### src/idu_pkg.sv
package idu_pkg;

    localparam int xlen        = 32;
    localparam int nr_regs     = 32;
    localparam int reg_addr_w  = 5;
    localparam int csr_addr_w  = 12;
    localparam int nr_imm_keys = 8;    // Opcodes carrying an immediate

    // RV32 major opcodes
    typedef enum logic [6:0] {
        opc_lui    = 7'b0110111,
        opc_auipc  = 7'b0010111,
        opc_jal    = 7'b1101111,
        opc_jalr   = 7'b1100111,
        opc_branch = 7'b1100011,
        opc_load   = 7'b0000011,
        opc_store  = 7'b0100011,
        opc_op_imm = 7'b0010011,
        opc_op     = 7'b0110011,
        opc_system = 7'b1110011
    } opcode_e;

    typedef enum logic [3:0] {
        cls_alu,
        cls_upper,
        cls_jump,
        cls_branch,
        cls_load,
        cls_store,
        cls_muldiv,
        cls_system,
        cls_invalid
    } inst_class_e;

    typedef enum logic [3:0] {
        alu_add,
        alu_sub,
        alu_sll,
        alu_slt,
        alu_sltu,
        alu_xor,
        alu_srl,
        alu_sra,
        alu_or,
        alu_and,
        alu_pass_b      // Operand b straight through
    } alu_op_e;

    typedef struct packed {
        inst_class_e           inst_class;
        alu_op_e               alu_op;
        logic [reg_addr_w-1:0] rd;
        logic [reg_addr_w-1:0] rs1;
        logic [reg_addr_w-1:0] rs2;
        logic [xlen-1:0]       imm;
        logic                  use_imm;     // Immediate replaces rs2 as operand b
        logic                  reg_write;   // Opcode normally writes rd
        logic [2:0]            funct3;
        logic [csr_addr_w-1:0] csr_addr;
        logic                  invalid;
    } decode_t;

    typedef struct packed {
        logic            valid;
        logic [xlen-1:0] pc;
        decode_t         dec;
        logic [xlen-1:0] rs1;
        logic [xlen-1:0] rs2;
    } issue_t;

    typedef struct packed {
        logic                  valid;
        logic [xlen-1:0]       pc;
        inst_class_e           inst_class;
        logic [reg_addr_w-1:0] rd;
        logic [xlen-1:0]       wdata;       // Also the address of loads and stores
        logic                  written;
        logic                  branch_taken;
        logic [xlen-1:0]       target;
        logic [csr_addr_w-1:0] csr_addr;
        logic                  invalid;
    } result_t;

endpackage

### src/alu.sv
module alu (
    input  idu_pkg::alu_op_e         op,
    input  logic [idu_pkg::xlen-1:0] a,
    input  logic [idu_pkg::xlen-1:0] b,
    input  logic [2:0]               funct3,
    output logic [idu_pkg::xlen-1:0] y,
    output logic                     taken
);

    logic [4:0] shamt;
    logic       lt_s;
    logic       lt_u;

    assign shamt = b[4:0];
    assign lt_s  = $signed(a) < $signed(b);
    assign lt_u  = a < b;

    always_comb begin
        case (op)
            idu_pkg::alu_add:    y = a + b;
            idu_pkg::alu_sub:    y = a - b;
            idu_pkg::alu_sll:    y = a << shamt;
            idu_pkg::alu_slt:    y = {{(idu_pkg::xlen-1){1'b0}}, lt_s};
            idu_pkg::alu_sltu:   y = {{(idu_pkg::xlen-1){1'b0}}, lt_u};
            idu_pkg::alu_xor:    y = a ^ b;
            idu_pkg::alu_srl:    y = a >> shamt;
            idu_pkg::alu_sra:    y = $signed(a) >>> shamt;
            idu_pkg::alu_or:     y = a | b;
            idu_pkg::alu_and:    y = a & b;
            idu_pkg::alu_pass_b: y = b;
            default:             y = '0;
        endcase
    end

    // Branch condition, only meaningful for branch encodings
    always_comb begin
        case (funct3)
            3'b000:  taken = a == b;    // BEQ
            3'b001:  taken = a != b;    // BNE
            3'b100:  taken = lt_s;
            3'b101:  taken = !lt_s;
            3'b110:  taken = lt_u;
            3'b111:  taken = !lt_u;     // BGEU
            default: taken = 1'b0;
        endcase
    end

endmodule

### src/core_top.sv
module core_top (
    input  logic                     clock,
    input  logic                     reset,
    input  logic                     inst_valid,
    input  logic [idu_pkg::xlen-1:0] pc,
    input  logic [31:0]              inst,
    output idu_pkg::result_t         result
);

    idu_pkg::decode_t                 dec;
    logic [idu_pkg::xlen-1:0]         rdata1;
    logic [idu_pkg::xlen-1:0]         rdata2;
    logic                             we;
    logic [idu_pkg::reg_addr_w-1:0]   waddr;
    logic [idu_pkg::xlen-1:0]         wdata;

    idu u_idu (
        .inst (inst),
        .dec  (dec)
    );

    regfile u_regfile (
        .clock  (clock),
        .reset  (reset),
        .raddr1 (dec.rs1),
        .raddr2 (dec.rs2),
        .we     (we),
        .waddr  (waddr),
        .wdata  (wdata),
        .rdata1 (rdata1),
        .rdata2 (rdata2)
    );

    exu u_exu (
        .clock      (clock),
        .reset      (reset),
        .inst_valid (inst_valid),
        .pc         (pc),
        .dec        (dec),
        .rs1_data   (rdata1),
        .rs2_data   (rdata2),
        .we         (we),
        .waddr      (waddr),
        .wdata      (wdata),
        .result     (result)
    );

endmodule

### src/exu.sv
module exu (
    input  logic                           clock,
    input  logic                           reset,
    input  logic                           inst_valid,
    input  logic [idu_pkg::xlen-1:0]       pc,
    input  idu_pkg::decode_t               dec,
    input  logic [idu_pkg::xlen-1:0]       rs1_data,
    input  logic [idu_pkg::xlen-1:0]       rs2_data,
    output logic                           we,
    output logic [idu_pkg::reg_addr_w-1:0] waddr,
    output logic [idu_pkg::xlen-1:0]       wdata,
    output idu_pkg::result_t               result
);

    idu_pkg::issue_t          iss;
    logic [idu_pkg::xlen-1:0] rs1_fwd;
    logic [idu_pkg::xlen-1:0] rs2_fwd;
    logic [idu_pkg::xlen-1:0] alu_a;
    logic [idu_pkg::xlen-1:0] alu_b;
    logic [idu_pkg::xlen-1:0] alu_y;
    logic [idu_pkg::xlen-1:0] pc_rel;
    logic [idu_pkg::xlen-1:0] target;
    logic                     taken;
    logic                     is_jalr;

    // Bypass the in-flight write, the register file only sees it next edge
    assign rs1_fwd = (we && waddr == dec.rs1) ? wdata : rs1_data;
    assign rs2_fwd = (we && waddr == dec.rs2) ? wdata : rs2_data;

    always_ff @(posedge clock) begin
        if (reset) begin
            iss.valid <= 1'b0;
        end else begin
            iss.valid <= inst_valid;
        end
        iss.pc  <= pc;
        iss.dec <= dec;
        iss.rs1 <= rs1_fwd;
        iss.rs2 <= rs2_fwd;
    end

    assign alu_a = (iss.dec.inst_class == idu_pkg::cls_upper) ? iss.pc : iss.rs1;  // AUIPC
    assign alu_b = iss.dec.use_imm ? iss.dec.imm : iss.rs2;

    alu u_alu (
        .op     (iss.dec.alu_op),
        .a      (alu_a),
        .b      (alu_b),
        .funct3 (iss.dec.funct3),
        .y      (alu_y),
        .taken  (taken)
    );

    assign is_jalr = iss.dec.inst_class == idu_pkg::cls_jump && iss.dec.alu_op == idu_pkg::alu_add;
    assign pc_rel  = iss.pc + iss.dec.imm;

    always_comb begin
        wdata  = '0;
        target = '0;
        case (iss.dec.inst_class)
            idu_pkg::cls_alu, idu_pkg::cls_upper, idu_pkg::cls_load, idu_pkg::cls_store:
                wdata = alu_y;
            idu_pkg::cls_jump: begin
                wdata  = iss.pc + 32'd4;
                target = is_jalr ? {alu_y[idu_pkg::xlen-1:1], 1'b0} : pc_rel;
            end
            idu_pkg::cls_branch: target = pc_rel;
            default: ;
        endcase
    end

    assign waddr = iss.dec.rd;
    assign we    = iss.valid && iss.dec.reg_write && iss.dec.rd != '0 &&
                   iss.dec.inst_class inside {idu_pkg::cls_alu, idu_pkg::cls_upper,
                                              idu_pkg::cls_jump};

    always_ff @(posedge clock) begin
        if (reset) begin
            result.valid   <= 1'b0;
            result.written <= 1'b0;
        end else begin
            result.valid   <= iss.valid;
            result.written <= we;
        end
        result.pc           <= iss.pc;
        result.inst_class   <= iss.dec.inst_class;
        result.rd           <= iss.dec.rd;
        result.wdata        <= wdata;
        result.branch_taken <= iss.dec.inst_class == idu_pkg::cls_branch && taken;
        result.target       <= target;
        result.csr_addr     <= iss.dec.csr_addr;
        result.invalid      <= iss.dec.invalid;
    end

endmodule

### src/idu.sv
module idu (
    input  logic [31:0]      inst,
    output idu_pkg::decode_t dec
);

    idu_pkg::opcode_e opcode;
    logic [2:0]       funct3;
    logic [6:0]       funct7;
    logic [11:0]      funct12;
    logic [31:0]      imm_i;
    logic [31:0]      imm_u;
    logic [31:0]      imm_s;
    logic [31:0]      imm_b;
    logic [31:0]      imm_j;
    logic [31:0]      imm;
    logic             valid_jalr;
    logic             valid_load;
    logic             valid_store;
    logic             valid_branch;
    logic             valid_op_imm;
    logic             valid_op;
    logic             valid_system;
    logic             r_base;
    logic             m_ext;
    logic             legal;
    logic             alt;

    function automatic idu_pkg::alu_op_e arith_op(input logic [2:0] f3, input logic alt_sel);
        case (f3)
            3'b000:  return alt_sel ? idu_pkg::alu_sub : idu_pkg::alu_add;
            3'b001:  return idu_pkg::alu_sll;
            3'b010:  return idu_pkg::alu_slt;
            3'b011:  return idu_pkg::alu_sltu;
            3'b100:  return idu_pkg::alu_xor;
            3'b101:  return alt_sel ? idu_pkg::alu_sra : idu_pkg::alu_srl;
            3'b110:  return idu_pkg::alu_or;
            default: return idu_pkg::alu_and;
        endcase
    endfunction

    assign opcode  = idu_pkg::opcode_e'(inst[6:0]);
    assign funct3  = inst[14:12];
    assign funct7  = inst[31:25];
    assign funct12 = inst[31:20];

    assign imm_i = {{20{inst[31]}}, inst[31:20]};
    assign imm_u = {inst[31:12], 12'b0};
    assign imm_s = {{20{inst[31]}}, inst[31:25], inst[11:7]};
    assign imm_b = {{20{inst[31]}}, inst[7], inst[30:25], inst[11:8], 1'b0};
    assign imm_j = {{12{inst[31]}}, inst[19:12], inst[20], inst[30:21], 1'b0};

    mux_key_default #(
        .nr_key   (idu_pkg::nr_imm_keys),
        .key_len  ($bits(idu_pkg::opcode_e)),
        .data_len (idu_pkg::xlen)
    ) imm_select (
        .key         (opcode),
        .default_out ('0),
        .lut         ({idu_pkg::opc_auipc,  imm_u,
                       idu_pkg::opc_lui,    imm_u,
                       idu_pkg::opc_op_imm, imm_i,
                       idu_pkg::opc_load,   imm_i,
                       idu_pkg::opc_jalr,   imm_i,
                       idu_pkg::opc_store,  imm_s,
                       idu_pkg::opc_jal,    imm_j,
                       idu_pkg::opc_branch, imm_b}),
        .out         (imm)
    );

    assign valid_jalr   = opcode == idu_pkg::opc_jalr && funct3 == 3'b000;
    assign valid_load   = opcode == idu_pkg::opc_load &&
                          funct3 inside {3'b000, 3'b001, 3'b010, 3'b100, 3'b101};
    assign valid_store  = opcode == idu_pkg::opc_store && funct3 inside {3'b000, 3'b001, 3'b010};
    assign valid_branch = opcode == idu_pkg::opc_branch && funct3 != 3'b010 && funct3 != 3'b011;

    // Shifts constrain funct7, the rest take any immediate
    assign valid_op_imm = opcode == idu_pkg::opc_op_imm &&
                          (funct3 inside {3'b000, 3'b010, 3'b011, 3'b100, 3'b110, 3'b111} ||
                           (funct3 == 3'b001 && funct7 == 7'b0000000) ||
                           (funct3 == 3'b101 && funct7 inside {7'b0000000, 7'b0100000}));

    assign r_base   = funct7 == 7'b0000000 ||
                      (funct7 == 7'b0100000 && funct3 inside {3'b000, 3'b101});  // SUB, SRA
    assign m_ext    = funct7 == 7'b0000001 && funct3 != 3'b010 && funct3 != 3'b011;
    assign valid_op = opcode == idu_pkg::opc_op && (r_base || m_ext);

    assign valid_system = opcode == idu_pkg::opc_system &&
                          ((funct3 == 3'b000 && funct12 inside {12'h000, 12'h001, 12'h302}) ||
                           funct3 inside {3'b001, 3'b010});   // ECALL, EBREAK, MRET, CSRRW, CSRRS

    assign legal = opcode == idu_pkg::opc_lui || opcode == idu_pkg::opc_auipc ||
                   opcode == idu_pkg::opc_jal || valid_jalr || valid_load || valid_store ||
                   valid_branch || valid_op_imm || valid_op || valid_system;

    assign alt = funct7[5] && (opcode == idu_pkg::opc_op || funct3 == 3'b101);

    always_comb begin
        dec.inst_class = idu_pkg::cls_invalid;
        dec.alu_op     = idu_pkg::alu_add;
        dec.use_imm    = 1'b1;
        if (legal) begin
            case (opcode)
                idu_pkg::opc_lui: begin
                    dec.inst_class = idu_pkg::cls_upper;
                    dec.alu_op     = idu_pkg::alu_pass_b;
                end
                idu_pkg::opc_auipc:  dec.inst_class = idu_pkg::cls_upper;
                idu_pkg::opc_jal: begin
                    dec.inst_class = idu_pkg::cls_jump;
                    dec.alu_op     = idu_pkg::alu_pass_b;   // Marks pc-relative jump
                end
                idu_pkg::opc_jalr:   dec.inst_class = idu_pkg::cls_jump;
                idu_pkg::opc_branch: begin
                    dec.inst_class = idu_pkg::cls_branch;
                    dec.use_imm    = 1'b0;
                end
                idu_pkg::opc_load:   dec.inst_class = idu_pkg::cls_load;
                idu_pkg::opc_store:  dec.inst_class = idu_pkg::cls_store;
                idu_pkg::opc_op_imm: begin
                    dec.inst_class = idu_pkg::cls_alu;
                    dec.alu_op     = arith_op(funct3, alt);
                end
                idu_pkg::opc_op: begin
                    dec.inst_class = m_ext ? idu_pkg::cls_muldiv : idu_pkg::cls_alu;
                    dec.alu_op     = arith_op(funct3, alt);
                    dec.use_imm    = 1'b0;
                end
                default:             dec.inst_class = idu_pkg::cls_system;
            endcase
        end
        dec.rd        = inst[11:7];
        dec.rs1       = inst[19:15];
        dec.rs2       = inst[24:20];
        dec.imm       = imm;
        dec.reg_write = opcode inside {idu_pkg::opc_lui, idu_pkg::opc_auipc, idu_pkg::opc_jal,
                                       idu_pkg::opc_jalr, idu_pkg::opc_load, idu_pkg::opc_op_imm,
                                       idu_pkg::opc_op, idu_pkg::opc_system};
        dec.funct3    = funct3;
        dec.csr_addr  = valid_system ? funct12 : '0;
        dec.invalid   = !legal;
    end

endmodule

### src/mux_key_default.sv
module mux_key_default #(
    parameter int nr_key   = 2,
    parameter int key_len  = 1,
    parameter int data_len = 1
) (
    input  logic [key_len-1:0]                    key,
    input  logic [data_len-1:0]                   default_out,
    input  logic [nr_key*(key_len+data_len)-1:0]  lut,
    output logic [data_len-1:0]                   out
);

    localparam int pair_len = key_len + data_len;

    logic [key_len-1:0]  lut_key  [nr_key];
    logic [data_len-1:0] lut_data [nr_key];

    // Unpack the flat table, key in the upper bits of each pair
    always_comb begin
        for (int i = 0; i < nr_key; i++) begin
            lut_key[i]  = lut[i*pair_len+data_len +: key_len];
            lut_data[i] = lut[i*pair_len +: data_len];
        end
    end

    always_comb begin
        out = default_out;
        for (int i = 0; i < nr_key; i++) begin
            if (lut_key[i] == key) begin
                out = lut_data[i];
            end
        end
    end

endmodule

### src/regfile.sv
module regfile (
    input  logic                           clock,
    input  logic                           reset,
    input  logic [idu_pkg::reg_addr_w-1:0] raddr1,
    input  logic [idu_pkg::reg_addr_w-1:0] raddr2,
    input  logic                           we,
    input  logic [idu_pkg::reg_addr_w-1:0] waddr,
    input  logic [idu_pkg::xlen-1:0]       wdata,
    output logic [idu_pkg::xlen-1:0]       rdata1,
    output logic [idu_pkg::xlen-1:0]       rdata2
);

    logic [idu_pkg::xlen-1:0] regs [idu_pkg::nr_regs];

    always_ff @(posedge clock) begin
        if (reset) begin
            for (int i = 0; i < idu_pkg::nr_regs; i++) begin
                regs[i] <= '0;
            end
        end else if (we && waddr != '0) begin   // x0 stays zero
            regs[waddr] <= wdata;
        end
    end

    // Read ports see the old value during a write cycle
    assign rdata1 = (raddr1 == '0) ? '0 : regs[raddr1];
    assign rdata2 = (raddr2 == '0) ? '0 : regs[raddr2];

endmodule

### config.mk
export PLATFORM = sky130hd
export DESIGN_NAME = core_top
export DESIGN_NICKNAME = d
export VERILOG_FILES = /design/src/idu_pkg.sv /design/src/alu.sv /design/src/core_top.sv /design/src/exu.sv /design/src/idu.sv /design/src/mux_key_default.sv /design/src/regfile.sv
export SDC_FILE = /design/constraint.sdc
export NUM_CORES = 2
export LEC_CHECK = 0
export BUFFER_PORTS_ARGS = -buffer_cell sky130_fd_sc_hd__buf_2
export CORE_ASPECT_RATIO = 0.5
export CORE_MARGIN = 2
export CORE_UTILIZATION = 35
export DETAILED_ROUTE_END_ITERATION = 8
export HOLD_SLACK_MARGIN = 0.05
export PLACE_DENSITY_LB_ADDON = 0.1
export SETUP_SLACK_MARGIN = 0.02
export SLEW_MARGIN = 10
export SYNTH_ARGS = -nofsm -noshare
export SYNTH_HDL_FRONTEND = slang
export SYNTH_SLANG_ARGS = --single-unit
### constraint.sdc
create_clock -name clock -period 6.7 [get_ports clock]
set_input_delay 1.34 -clock clock [delete_from_list [all_inputs] [get_ports clock]]
set_output_delay 1.34 -clock clock [all_outputs]
set_load 0.005 [all_outputs]
==> tab_implementation.tex <==
\begin{tabular}{lr}
\hline
Metric & Value \\
\hline
\multicolumn{2}{l}{\textbf{Clocking}} \\
\quad Clock insertion delay at the later pin of the skew report & 0.82 ns \\
\quad Maximum buffer depth of the clock tree & 4 \\
\quad Number of clock sinks & 1,305 \\
\quad \# H-tree levels & 4 \\
\quad CTS buffer count & 141 \\
\quad Master cell of the clock root buffer & clkbuf\_16 \\
\quad TritonCTS clock tree & yes \\
\quad CTS clock-pin slew for the worst setup and hold paths & 0.07 ns \\
\multicolumn{2}{l}{\textbf{Min path}} \\
\quad Hold Path Depth & 0 \\
\quad Class of the worst hold path & reg2reg \\
\quad Hold path startpoint & u\_exu.iss[73]\$\_SDFF\_PN0\_ \\
\quad End point of the most critical hold path & u\_exu.result[9]\$\_DFF\_P\_ \\
\multicolumn{2}{l}{\textbf{Detailed routing}} \\
\quad Vias per std cell & 6.37 \\
\quad Via count of the routed design & 58,400 \\
\quad Final antenna-violating net count & 0 \\
\quad DRT Wirelength & 352 mm \\
\quad Number of iterations in the first detailed-routing pass & 6 \\
\quad Average wire per cell in the routed design & 38.3 um \\
\quad DRC violations left & 0 \\
\quad DRT iter0 DRCs & 8,024 \\
\multicolumn{2}{l}{\textbf{Power and ir drop}} \\
\quad PwrDens & 251 mW/mm\^{}2 \\
\quad Leak Pwr & 0.0303 uW \\
\quad Max rail drop VDD & 0.170 mV \\
\multicolumn{2}{l}{\textbf{Layout}} \\
\quad Synth-to-layout area growth & 13.3\% \\
\quad Number of fill cells in the layout & 20,100 \\
\quad Total number of nets in the final design & 6,422 \\
\quad Share of post-route cells with drive strength above 1 & 24.1\% \\
\quad Core Util, Final & 39.9\% \\
\multicolumn{2}{l}{\textbf{Yosys}} \\
\quad Top cell type's share of synthesized area & 41.5\% \\
\quad Yosys warnings & 0 \\
\quad Number of enable-type register cells in the synthesized netlist & 1,024 \\
\quad Proportion of register bits with asynchronous set or reset after synthesis & 0\% \\
\quad Multiplexer share of the synthesized area & 22.0\% \\
\quad Fraction of the mapped netlist area in compound gates & 11.6\% \\
\quad Dominant combinational cell family by area after synthesis & multiplexers \\
\quad Adder and majority cell fraction of the synthesized area & 2.34\% \\
\quad Post-synthesis cell count & 6,139 \\
\quad Top post-synthesis cells by area & edfxtp\_1 41\%, mux4\_2 16\%, dfxtp\_1 7.6\% \\
\quad Commonest cells in the synthesized netlist & 1,024 x edfxtp\_1, 904 x nor2\_1, 538 x mux4\_2 \\
\quad Count of state elements after synthesis & 1,305 \\
\quad Average instance area after synthesis & 12.1 um\^{}2 \\
\quad Most common cell in the netlist & edfxtp\_1 \\
\quad XOR/XNOR share of the synthesized area & 0.815\% \\
\quad Dominant synthesized flop cell & edfxtp\_1 \\
\quad Yosys cell types & 102 \\
\quad Library cell with the largest summed area after synthesis & edfxtp\_1 \\
\quad Sequential element share of the synthesized area & 49.1\% \\
\quad Cell area after synthesis & 0.0741 mm\^{}2 \\
\quad Post-synthesis share of cell area spent on and, or, nand and nor gates & 9.95\% \\
\multicolumn{2}{l}{\textbf{Die}} \\
\quad Total Die Area & 0.216 mm\^{}2 \\
\quad Number of placement rows & 119 \\
\quad I/O pin cnt & 188 \\
\quad Die height & 329 um \\
\quad Core footprint & 0.211 mm\^{}2 \\
\quad Die span in x & 655 um \\
\quad Initial core utilization & 35.2\% \\
\multicolumn{2}{l}{\textbf{Job}} \\
\quad Max cap viols & 0 \\
\multicolumn{2}{l}{\textbf{Critical path}} \\
\quad Setup CP Type & reg2reg \\
\quad Reg2Reg Capture Point & u\_regfile.regs[27][21]\$\_SDFFCE\_PN0P\_ \\
\quad Register-to-register setup slack & 0.18 ns \\
\quad Start of the worst register-to-register path & u\_exu.iss[133]\$\_SDFF\_PP0\_ \\
\quad Startpoint kind of the worst setup timing path & flop \\
\quad Required time of the critical path & 7.21 ns \\
\quad Arrival @ worst endpoint & 7.04 ns \\
\quad Path depth of the worst reg2reg path & 14 \\
\quad Worst Path Max Fanout & 34 \\
\quad Crit end category & flop \\
\multicolumn{2}{l}{\textbf{Placement}} \\
\quad Routability cong. & 0.982 \\
\quad Detailed Place HPWL & 235 mm \\
\quad Count of buffers from port buffering & 187 \\
\multicolumn{2}{l}{\textbf{Timing}} \\
\quad Final clock skew & 0.0718 ns \\
\quad Tcrit/Tclk final & 97.4\% \\
\quad Fin. max-slew vios & 0 \\
\quad Final critical-path required period & 6.52 ns \\
\quad Unrepaired setup endpoints after global routing & no \\
\quad Slew margin rel. & 12.9\% \\
\quad Hold violation total from the final report & 0 \\
\quad Actual slew at the worst max-slew pin & 1.29 ns \\
\quad Highest achievable clock rate & 0.153 GHz \\
\quad Post-route setup TNS & 0 ns \\
\quad Count of final setup violators & 0 \\
\multicolumn{2}{l}{\textbf{Global route}} \\
\quad Wire length of the first global-routing pass & 475 mm \\
\quad Total global routing track utilization & 31.9\% \\
\quad Final global-route overflow total & 0 \\
\quad Via count of the first global-routing pass & 56,200 \\
\quad Number of antenna violations at the first check in global routing & 29 \\
\quad Pin count of the biggest net entering global routing & 89 \\
\multicolumn{2}{l}{\textbf{Run status}} \\
\quad Outcome & finished clean \\
\hline
\end{tabular}
-- how the worst max path moves through the flow --
stage	startpoint	slack (ns)	cells after the start	endpoint
after global routing	u_exu.iss[133]$_SDFF_PP0_	0.15	14	u_regfile.regs[9][21]$_SDFFCE_PN0P_
final	u_exu.iss[133]$_SDFF_PP0_	0.18	14	u_regfile.regs[27][21]$_SDFFCE_PN0P_
after floorplan	u_exu.iss[134]$_SDFF_PP0_	1.29	19	u_regfile.regs[14][17]$_SDFFCE_PN0P_
after global placement	u_exu.iss[133]$_SDFF_PP0_	0.31	14	u_exu.iss[32]$_DFF_P_
after CTS	u_exu.iss[133]$_SDFF_PP0_	0.18	14	u_exu.iss[0]$_DFF_P_
after detailed placement	u_exu.iss[133]$_SDFF_PP0_	0.23	14	u_regfile.regs[2][0]$_SDFFCE_PN0P_
-- critical path, cell delays in order, from the launching register on --
cell and delay, ns:
dfxtp_1 0.48, or4b_4 0.79, mux2i_1 0.54, inv_1 0.17, ha_1 0.31, a211oi_1 0.56
nor4_1 0.23, o21ai_0 0.81, a311oi_1 0.27, or2_2 0.43, a221o_1 0.36, a21oi_1 0.70
a2bb2oi_4 0.19, buf_12 0.22, nor2_1 0.08
-- layer usage --
metal	global-route usage, %	vias up	part of all wire, %
met5	0	-	0.012
met2	48.8	3442	44
li1	-	23700	-
met3	7.49	646	10
met4	13.1	8	4.7
met1	43.6	30600	41
-- registers in the layout (all words and copies together), names as in the netlist --
| register | count |
|---|---|
| u_exu.iss | 155 |
| u_regfile.regs | 1024 |
| u_exu.waddr | 5 |
| u_exu.result | 121 |
-- what timing repair did --
action / CTS / global route
setup endpoints to repair: 0 / 34
hold buffers: 0 / 0
resized for setup: 0 / 1
setup buffers: 0 / 0
-- per-stage QoR --
stage	instance area [um^2]	hold WS (ns)	total power, uW	setup slack [ns]	cells
after floorplan	74200	0.310	11500	1.29	6170
after global placement	79500	0.313	13200	0.312	8918
after detailed placement	79500	0.312	13200	0.233	8918
after CTS	83900	0.324	21100	0.181	9166
after global routing	83900	0.337	21600	0.147	9166
final	83900	0.321	21100	0.176	9174
-- power by group --
| part | internal (uW) | switching [uW] |
|---|---|---|
| combinational | 1300 | 2490 |
| sequential | 9050 | 303 |
| clock | 4430 | 3510 |
-- cell type report --
class                   count  area [um^2]  share of cell area [%]
diodes                      8         20.0                  0.0238
clock buffers             179         3880                    4.62
clock inverters            69          584                   0.696
inverters                 144          541                   0.644
multi-input cells        4149        35400                    42.2
flip-flops and latches   1305        36400                    43.3
well taps                2843         3560                    4.24
repair buffers            477         3600                    4.29
-- cell usage in the layout, fill, tap and decap left out, drive strengths merged, types with 18 or more instances in the layout --
cell and count:
edfxtp 1024, nor2 933, mux4 544, buf 476, a21oi 392, mux2i 286
dfxtp 281, nand2 266, o21ai 250, clkbuf 180, inv 149, ha 134
nor3 111, o22ai 108, mux2 102, nand3 97, a22oi 78, nor2b 71
a221oi 63, nand2b 55, clkinv 53, a21o 46, xnor2 37, a211oi 35
o221ai 33, xor2 32, conb 32, a31oi 29, o211ai 28, and3 23
nor4 21, or3 20, and2 19, o31ai 18
-- cells by family after synthesis --
group | Yosys count
XOR/XNOR | 69
other | 1
multiplexers | 932
AND/OR/NAND/NOR | 1676
buffers and inverters | 716
AO/OA/AOI/OAI | 1303
adder cells (fa/ha/maj) | 137
flip-flops | 1305
No activity file was read; power rests on OpenSTA's default activity.
